### src/hdl/ext_mem_pkg.sv
package ext_mem_pkg;

   // Native bus geometry
   localparam int ADDR_W     = 16;
   localparam int DATA_W     = 32;
   localparam int STRB_W     = DATA_W / 8;
   localparam int BYTE_OFF_W = 2;    // Byte lanes within a word

   // Byte address, low two bits are ignored by the caches
   typedef logic [ADDR_W-1:0] addr_t;

   // One bus word
   typedef logic [DATA_W-1:0] data_t;

   // Byte enables, all zeros for a read
   typedef logic [STRB_W-1:0] strb_t;

   // Request toward a slave
   // Shared by the cache front ends, the back ends and the memory port
   typedef struct packed {
      logic  valid;   // Held until ready
      addr_t addr;
      data_t wdata;
      strb_t wstrb;
   } mem_req_t;

   // Response back to a master
   typedef struct packed {
      data_t rdata;
      logic  ready;   // One cycle, ends the access
   } mem_resp_t;

   // Byte lane merge for partial writes
   function automatic data_t merge_bytes(data_t old_word, data_t new_word, strb_t strb);
      data_t result;
      result = old_word;
      for (int b = 0; b < STRB_W; b++) begin
         if (strb[b])
            result[8*b +: 8] = new_word[8*b +: 8];
      end
      return result;
   endfunction

endpackage

### src/hdl/l1_cache.sv
`timescale 1ns/1ps

module l1_cache
   import ext_mem_pkg::*;
#(
   parameter int LINE_OFF_W = 4,
   parameter bit WRITE_EN   = 1'b0    // 1 for the write-through data cache
) (
   input  logic      clk,
   input  logic      rst,

   // Requester side
   input  mem_req_t  fe_req,
   output mem_resp_t fe_resp,

   // Memory side
   output mem_req_t  be_req,
   input  mem_resp_t be_resp,

   input  logic      inv
);

   localparam int LINES = 1 << LINE_OFF_W;
   localparam int TAG_W = ADDR_W - BYTE_OFF_W - LINE_OFF_W;

   typedef logic [LINE_OFF_W-1:0] idx_t;
   typedef logic [TAG_W-1:0]      tag_t;

   typedef enum logic [2:0] {
      S_IDLE,
      S_LOOKUP,
      S_FETCH,
      S_WRITE,
      S_RESPOND
   } state_t;

   state_t state;
   state_t state_nxt;

   // Captured request
   addr_t req_addr;
   data_t req_wdata;
   strb_t req_wstrb;
   data_t rdata_q;   // Word returned by memory

   // Line storage
   logic [LINES-1:0] line_valid;
   tag_t             tag_mem  [LINES];
   data_t            data_mem [LINES];

   idx_t idx;
   tag_t tag;
   logic hit;
   logic is_write;
   logic be_done;
   logic be_wait;
   logic inv_pend;   // Invalidate waiting for the back end
   logic inv_all;

   assign idx      = req_addr[BYTE_OFF_W +: LINE_OFF_W];
   assign tag      = req_addr[ADDR_W-1 -: TAG_W];
   assign hit      = line_valid[idx] && (tag_mem[idx] == tag);
   assign is_write = WRITE_EN && (req_wstrb != '0);   // Read-only cache ignores strobes

   assign be_done = be_req.valid && be_resp.ready;
   assign be_wait = be_req.valid && !be_resp.ready;

   // No clear while a fill or write is still outstanding
   assign inv_all = (inv || inv_pend) && !be_wait;

   always_comb begin
      state_nxt = state;
      case (state)
         S_IDLE: begin
            if (fe_req.valid)
               state_nxt = S_LOOKUP;
         end
         S_LOOKUP: begin
            if (is_write)
               state_nxt = S_WRITE;   // Always goes to memory
            else if (hit)
               state_nxt = S_IDLE;    // Answered this cycle
            else
               state_nxt = S_FETCH;
         end
         S_FETCH: begin
            if (be_resp.ready)
               state_nxt = S_RESPOND;
         end
         S_WRITE: begin
            if (be_resp.ready)
               state_nxt = S_RESPOND;
         end
         S_RESPOND: state_nxt = S_IDLE;
         default:   state_nxt = S_IDLE;
      endcase
   end

   always_ff @(posedge clk or posedge rst) begin
      if (rst) begin
         state      <= S_IDLE;
         inv_pend   <= 1'b0;
         line_valid <= '0;
      end else begin
         state    <= state_nxt;
         inv_pend <= be_wait && (inv || inv_pend);
         if (state == S_FETCH && be_resp.ready)
            line_valid[idx] <= 1'b1;
         // Clear after the fill so that a late invalidate wins
         if (inv_all)
            line_valid <= '0;
      end
   end

   always_ff @(posedge clk) begin
      if (state == S_IDLE && fe_req.valid) begin
         req_addr  <= fe_req.addr;
         req_wdata <= fe_req.wdata;
         req_wstrb <= fe_req.wstrb;
      end
      if (be_done)
         rdata_q <= be_resp.rdata;
      if (state == S_FETCH && be_resp.ready) begin
         tag_mem[idx]  <= tag;
         data_mem[idx] <= be_resp.rdata;
      end
      // Write hit updates the line, a miss does not allocate
      if (state == S_WRITE && be_resp.ready && hit)
         data_mem[idx] <= merge_bytes(data_mem[idx], req_wdata, req_wstrb);
   end

   assign be_req.valid = (state == S_FETCH) || (state == S_WRITE);
   assign be_req.addr  = req_addr;
   assign be_req.wdata = req_wdata;
   assign be_req.wstrb = (state == S_WRITE) ? req_wstrb : '0;   // Fetch is a read

   assign fe_resp.ready = (state == S_LOOKUP && !is_write && hit) || (state == S_RESPOND);
   assign fe_resp.rdata = (state == S_LOOKUP) ? data_mem[idx] : rdata_q;

endmodule

### src/hdl/bus_merge.sv
`timescale 1ns/1ps

module bus_merge
   import ext_mem_pkg::*;
(
   input  logic      clk,
   input  logic      rst,

   // Instruction cache back end
   input  mem_req_t  m0_req,
   output mem_resp_t m0_resp,

   // Data cache back end
   input  mem_req_t  m1_req,
   output mem_resp_t m1_resp,

   // Memory port
   output mem_req_t  s_req,
   input  mem_resp_t s_resp
);

   logic busy;    // Access open on the memory port
   logic gnt_q;   // Locked winner, 1 selects m1
   logic gnt;     // Grant in effect this cycle

   // Fixed priority when idle, data cache first
   assign gnt = busy ? gnt_q : m1_req.valid;

   assign s_req = gnt ? m1_req : m0_req;

   // Lock the grant while the memory holds off ready
   always_ff @(posedge clk or posedge rst) begin
      if (rst) begin
         busy  <= 1'b0;
         gnt_q <= 1'b0;
      end else begin
         if (s_req.valid && !s_resp.ready) begin
            busy  <= 1'b1;
            gnt_q <= gnt;
         end else if (s_resp.ready) begin
            busy  <= 1'b0;
         end
      end
   end

   // Only the granted master sees the response
   always_comb begin
      m0_resp = '0;
      m1_resp = '0;
      if (gnt) begin
         m1_resp.rdata = s_resp.rdata;
         m1_resp.ready = s_resp.ready;
      end else begin
         m0_resp.rdata = s_resp.rdata;
         m0_resp.ready = s_resp.ready;
      end
   end

endmodule

### src/hdl/ext_mem.sv
`timescale 1ns/1ps

module ext_mem
   import ext_mem_pkg::*;
#(
   parameter int LINE_OFF_W = 4   // Lines per cache as a power of two
) (
   input  logic      clk,
   input  logic      rst,

   // Instruction fetch port
   input  mem_req_t  i_req,
   output mem_resp_t i_resp,

   // Load and store port
   input  mem_req_t  d_req,
   output mem_resp_t d_resp,

   input  logic      inv,         // Clears both caches

   // Native memory port
   output mem_req_t  mem_req,
   input  mem_resp_t mem_resp
);

   // Cache back ends into the merge
   mem_req_t  icache_be_req;
   mem_resp_t icache_be_resp;
   mem_req_t  dcache_be_req;
   mem_resp_t dcache_be_resp;

   l1_cache #(
      .LINE_OFF_W (LINE_OFF_W),
      .WRITE_EN   (1'b0)          // Read only
   ) u_icache (
      .clk     (clk),
      .rst     (rst),
      .fe_req  (i_req),
      .fe_resp (i_resp),
      .be_req  (icache_be_req),
      .be_resp (icache_be_resp),
      .inv     (inv)
   );

   l1_cache #(
      .LINE_OFF_W (LINE_OFF_W),
      .WRITE_EN   (1'b1)          // Write through
   ) u_dcache (
      .clk     (clk),
      .rst     (rst),
      .fe_req  (d_req),
      .fe_resp (d_resp),
      .be_req  (dcache_be_req),
      .be_resp (dcache_be_resp),
      .inv     (inv)
   );

   // Data cache on m1 for priority
   bus_merge u_merge (
      .clk     (clk),
      .rst     (rst),
      .m0_req  (icache_be_req),
      .m0_resp (icache_be_resp),
      .m1_req  (dcache_be_req),
      .m1_resp (dcache_be_resp),
      .s_req   (mem_req),
      .s_resp  (mem_resp)
   );

endmodule

### config.mk
export PLATFORM = sky130hd
export DESIGN_NAME = ext_mem
export DESIGN_NICKNAME = d
export VERILOG_FILES = /design/src/hdl/ext_mem_pkg.sv /design/src/hdl/l1_cache.sv /design/src/hdl/bus_merge.sv /design/src/hdl/ext_mem.sv
export SDC_FILE = /design/constraint.sdc
export NUM_CORES = 2
export LEC_CHECK = 0
export BUFFER_PORTS_ARGS = -buffer_cell sky130_fd_sc_hd__buf_2
export CELL_PAD_IN_SITES_DETAIL_PLACEMENT = 0
export CELL_PAD_IN_SITES_GLOBAL_PLACEMENT = 1
export CORE_MARGIN = 5
export CORE_UTILIZATION = 39
export DETAILED_ROUTE_END_ITERATION = 6
export PLACE_DENSITY_LB_ADDON = 0.25
export SLEW_MARGIN = 20
export SYNTH_ARGS = -nofsm -noshare
export SYNTH_HDL_FRONTEND = slang
export SYNTH_SLANG_ARGS = --single-unit
### constraint.sdc
create_clock -name clk -period 11.8 [get_ports clk]
set_clock_uncertainty 0.15 [all_clocks]
set_input_delay 2.36 -clock clk [delete_from_list [all_inputs] [get_ports clk]]
set_output_delay 2.36 -clock clk [all_outputs]
set_load 0.005 [all_outputs]
---- After elaboration in Yosys (flattened, before gate mapping) ----
Memories as Yosys holds them, arrays and structs flattened. A register that Yosys moved wholly into a read port is not among the register bits.
Index checks and enable logic that the tools add are counted.
word-level totals
  bits in registers ....................... 210
  latch bits .............................. 0
  memory bits (writable) .................. 1,344
  bits in read-only memories .............. 0
  output and inout bits ................... 119
  logic and storage cells ................. 149
  memories kept ........................... 4
operators by class
  add/sub/neg operators ................... 0
  $mul .................................... 0
  div/mod/pow operators ................... 0
  order comparisons ....................... 4
  equal/unequal tests ..................... 14
  shifts and indexed selects .............. 0
  muxes and demuxes ....................... 61
  bitwise logic cells ..................... 4
  reductions and logical operators ........ 46
memory list
  memory             words  bits a word  rd ports  clocked after memory_dff  wr ports  line            RTL
  u_dcache.data_mem  16     32           1         1                         1         l1_cache.sv:49  data_t data_mem [LINES];
  u_icache.data_mem  16     32           1         1                         1         l1_cache.sv:49
  u_dcache.tag_mem   16     10           1         1                         1         l1_cache.sv:48  tag_t tag_mem [LINES];
  u_icache.tag_mem   16     10           1         1                         1         l1_cache.sv:48
operator list
  cell                                                        number
  two-way mux 32 bit                                          4
  two-way mux 8 bit                                           16
  two-way mux 33 bit                                          2
  two-way mux 16 bit                                          4
  two-way mux 53 bit                                          1
  bitwise OR 16 bit                                           2
  logical AND 1 bit                                           24
  two-way mux 4 bit                                           6
  == test 10 bit                                              2
  case mux 3 bit (3 select lines)                             2
  two-way mux 1 bit                                           15
  two-way mux 3 bit                                           5
  == test 3 x 2 -> 1 bit, second input constant               4
  less-than comparator 4 x 5 -> 1 bit, second input constant  2
  binary-select mux 1 bit (select 4 bit)                      2
  demux 1 bit (select 4 bit)                                  2
  >= comparator 4 x 1 -> 1 bit, second input constant         2
  == test 3 x 1 -> 1 bit, second input constant               2
  == test 3 bit, second input constant                        2
  zero test 1 bit                                             6
  zero test 3 bit                                             2
  logical OR 1 bit                                            6
  nonzero test 2 bit                                          3
  two-way mux 2 bit                                           2
  other kinds (6)                                             11

---- Logic depth before layout (Yosys ltp) ----
  depth in word-level cells ............... 9
  depth in mapped cells ................... 14
  mapped depth without buffers ............ 7

---- By module ----
From an unflattened synthesis, not the netlist that was laid out.
second synthesis, totals
  cells, all modules ...................... 2,864
  area, all modules ....................... 62,678.9 um2
modules (own cells, without submodules)
  module                times used  cells an instance  area an instance (um2)  sequential area each (um2)
  l1_cache at u_icache  1           1,369              30,701.9                23,282.3
  l1_cache at u_dcache  1           1,353              30,574.3                23,282.3
  bus_merge             1           142                1,402.6                 50.0

---- Worst setup path before layout ----
OpenSTA, ideal clock, no wires.
  kind .................................... in2reg
  start point ............................. input port i_req[52] in the netlist's numbering
  end point ............................... register (tool-made name)
  arrival ................................. 8,974 ps
  data required time ...................... 11,563 ps
  path slack .............................. 2,589 ps
  cell stages on the path ................. 2
  path buffers ............................ 0
  path through ............................ nor4b_1 mux2_2
RTL lines
  item             line           RTL
  start, declared  ext_mem.sv:12  input mem_req_t i_req,

==> summary.md <==
| Metric | Value |
|---|---|
| Status | finished, final reports clean |
| Drt first pass iters | 6 |
| # Post-CTS Setup Buffers | 0 |
| Most numerous cell in the Yosys netlist | edfxtp_1 |
| Yosys cell types | 64 |
| P_leak | between 0.02 and 0.025 uW |
| R2R depth | 10 |
| Worst-path fanout max | 71 |
| Routed WL | around 170000 um |
| Dpl cell area | between 60000 and 70000 um^2 |
| Critical path capture point type | output port |
| Int Power | 11200 uW |
| Syn Std Cell Area | 62270 um^2 |
| CP endpoint | d_resp[17] |
| Final Critical Period | 7394 ps |
| R2r endpoint | u_icache.data_mem[11][25] |
| Tcrit/Tclk final | 0.6266 |
| Maximum VDD drop | 0.0001546 V |
| Setup Crit Path Kind | reg2out |
| Clock buffer depth | 3 |
| Die Span X | 409.6 um |
| Design Area, Final | 71750 um^2 |
| Number of remaining DRC errors | 0 |
| Starting Density | 0.3927 |
| RSZ-0062 raised after global routing | false |
| Arr. time, crit path | 4880 ps |
| Synth top area share | 0.7291 |
| Top_reg_cell synth | edfxtp_1 |
| Power Density | between 200 and 250 nW/um^2 |
| Post-CTS resize count | 0 |
| Ys Warns | 0 |
| Initial antenna violation count | 18 |
| Vias in the first global route | 32.37k |
| GR Overflow Total | 0 |
| # H-tree levels | 4 |
| Setup TNS | 0 ps |
| Net Switching | 4672 uW |
| Final Max Slew Viols | 0 |
| Sequential power share | 0.449 |
| Post-synth EDFFs | 1512 |
| Slew margin rel. | 0.2219 |
| Final setup violation count | 0 |
| Synth async-reset ratio | 0.02689 |
| Sw Ratio | 0.2945 |
| Max Fclk | 135.2 MHz |
| First-pass GRT wire length | between 200000 and 250000 um |
| Gpl congestion | 0.8515 |
| Share of cells above drive strength 1 | 0.3609 |
| Comb power frac | 0.238 |
| Syn Nets | roughly 3.1k |
| Row count | 146 |
| Post-synth top cells | edfxtp_1, mux4_2, mux2_2 |
| Worst-skew pair later-pin latency | around 800 ps |
| FF+latch count, synth | 1562 |
| DR iter-0 viols | 3630 |
| Area growth syn-to-layout | 15.23% |
| Final ANT Viol Nets | 0 |
| CTS Root Cell | clkbuf_16 |
| Cts hold-fix bufs | 0 |
| All-layer global routing usage | 0.2014 |
| DR vias/cell | approximately 5.7 |
| Core ar. | about 160000 um^2 |
| Clock power frac | 0.313 |
| Worst Max-Slew Pin Slew | ~1200 ps |
| Fin util | 0.4525 |
| Final Hold Violating Endpoints | 0 |
| Worst setup SP type | flip-flop |
| Hold WC Path Type | reg2reg |
| Cells after Synth | just under 3k |
| Final #Nets | 3441 |
| Largest net degree at the start of global routing | 116 |
| DIE HEIGHT | 409.6 um |
| Syn_area_per_cell | 21.14 um^2 |
| Io pins | about 260 |
| Clock slew at reported path FFs | 60 ps |
| WL per Instance | 31.07 um |
| CP required | 9290 ps |
| Die Footprint | between 150000 and 200000 um^2 |
| PortBufs | 260 |
| Synth area leaders | edfxtp_1, mux4_2, mux2_2 |
| Worst R2R Setup Slack | 5670 ps |
| CTS Buf Count | 162 |
| Dpl hpwl | 102700 um |
| Vias post-DR | 31.47k |
| Max_cap viols | 0 |
| Yosys top cell by area | edfxtp_1 |
| CTS tree | done |
| Seq/Total Area, Yosys | 0.7486 |
| Clock tree sinks | 1562 |
per-layer routing:
metal	global-route usage	share of wire	vias to the layer above
met1	0.2872	0.42	16880
met2	0.3074	0.46	1454
met3	0.05631	0.093	249
met4	0.05336	0.025	6
li1	-	-	12890
met5	0	0.00026	-
worst max-delay path, cell delays in order, from the launching register on:
cell and delay [ps]:
dfxtp_4 670, buf_4 870, buf_4 950, mux4_2 430
mux4_2 580, mux2_2 330, buf_2 140
metrics by stage:
stage          power (uW)  cells  hold WS, ps  setup slack [ps]
2_1_floorplan        9556   2946        308.9              2589
3_3_place_gp        10960   5206        317.5              5292
3_5_place_dp        11060   5206        327.6              5177
4_1_cts             16030   5501        342.6              4316
5_1_grt             16530   5502        348.6              4116
6_report            15870   5505        338.5              4406
power by group through the flow:
| stage | Clock (uW) | Combinational (uW) | Sequential (uW) |
|---|---|---|---|
| CTS | 5060 | 3830 | 7130 |
| floorplan | 0 | 2570 | 6990 |
| global placement | 0 | 3730 | 7230 |
| detailed placement | 0 | 3820 | 7250 |
| finish | 4960 | 3770 | 7130 |
| global route | 5310 | 4060 | 7160 |
layout by cell type (no fill, tap or decap), types with 31 or more instances in the layout:
cell | synthesis | routed
edfxtp_1 | 1512 | 1512
mux4_2 | 387 | 387
buf_2 | 21 | 260
mux2_2 | 201 | 201
nand2_1 | 197 | 197
clkbuf_16 | 0 | 162
buf_4 | 5 | 88
and2_1 | 72 | 71
mux2i_1 | 68 | 68
dfrtp_1 | 42 | 42
clkinv_1 | 0 | 38
o21a_1 | 33 | 32
nor2_1 | 48 | 32
a21oi_4 | 0 | 31
clkbuf_1 | 74 | 31
registers in the layout (all words and copies together), names as in the netlist, named ones only:
register,count
u_dcache.data_mem,512
u_dcache.inv_pend,1
u_dcache.line_valid,16
u_dcache.rdata_q,32
u_dcache.req_addr,16
u_dcache.req_wdata,32
u_dcache.req_wstrb,4
u_dcache.state,3
u_dcache.tag_mem,160
u_icache.data_mem,512
u_icache.inv_pend,1
u_icache.line_valid,16
u_icache.rdata_q,32
u_icache.req_addr,16
u_icache.req_wdata,32
u_icache.req_wstrb,4
u_icache.state,3
u_icache.tag_mem,160
u_merge.busy,1
u_merge.gnt_q,1
area by class of cell:
cell class | instances | area [um^2]
clock buffer | 198 | 4239
tap | 2072 | 2592
timing repair buffer | 350 | 2009
sequential | 1562 | 46640
clock inverter | 97 | 929.6
fill | 13300 | 86810
inverter | 6 | 22.52
antenna | 3 | 7.507
multi-input combinational | 1217 | 15310
worst min-delay path by stage:
stage | startpoint | endpoint | slack, ps | cells after the start
floorplan | u_dcache.line_valid[10] | u_dcache.line_valid[10] | 310 | 1
global placement | u_dcache.line_valid[11] | u_dcache.line_valid[11] | 320 | 1
detailed placement | u_icache.line_valid[10] | u_icache.line_valid[10] | 330 | 1
CTS | u_icache.line_valid[1] | u_icache.line_valid[1] | 340 | 1
global route | u_icache.line_valid[1] | u_icache.line_valid[1] | 350 | 1
finish | u_dcache.line_valid[1] | u_dcache.line_valid[1] | 340 | 1
kinds of logic after synthesis:
logic type	Yosys count	share of synthesized area
buf+inv	167	0.01272
simple gates	415	0.03255
flops	1562	0.7486
xor+xnor	16	0.002251
mux	662	0.1898
compound gates	124	0.01411
Note: power is estimated with default switching activity, not from simulation.
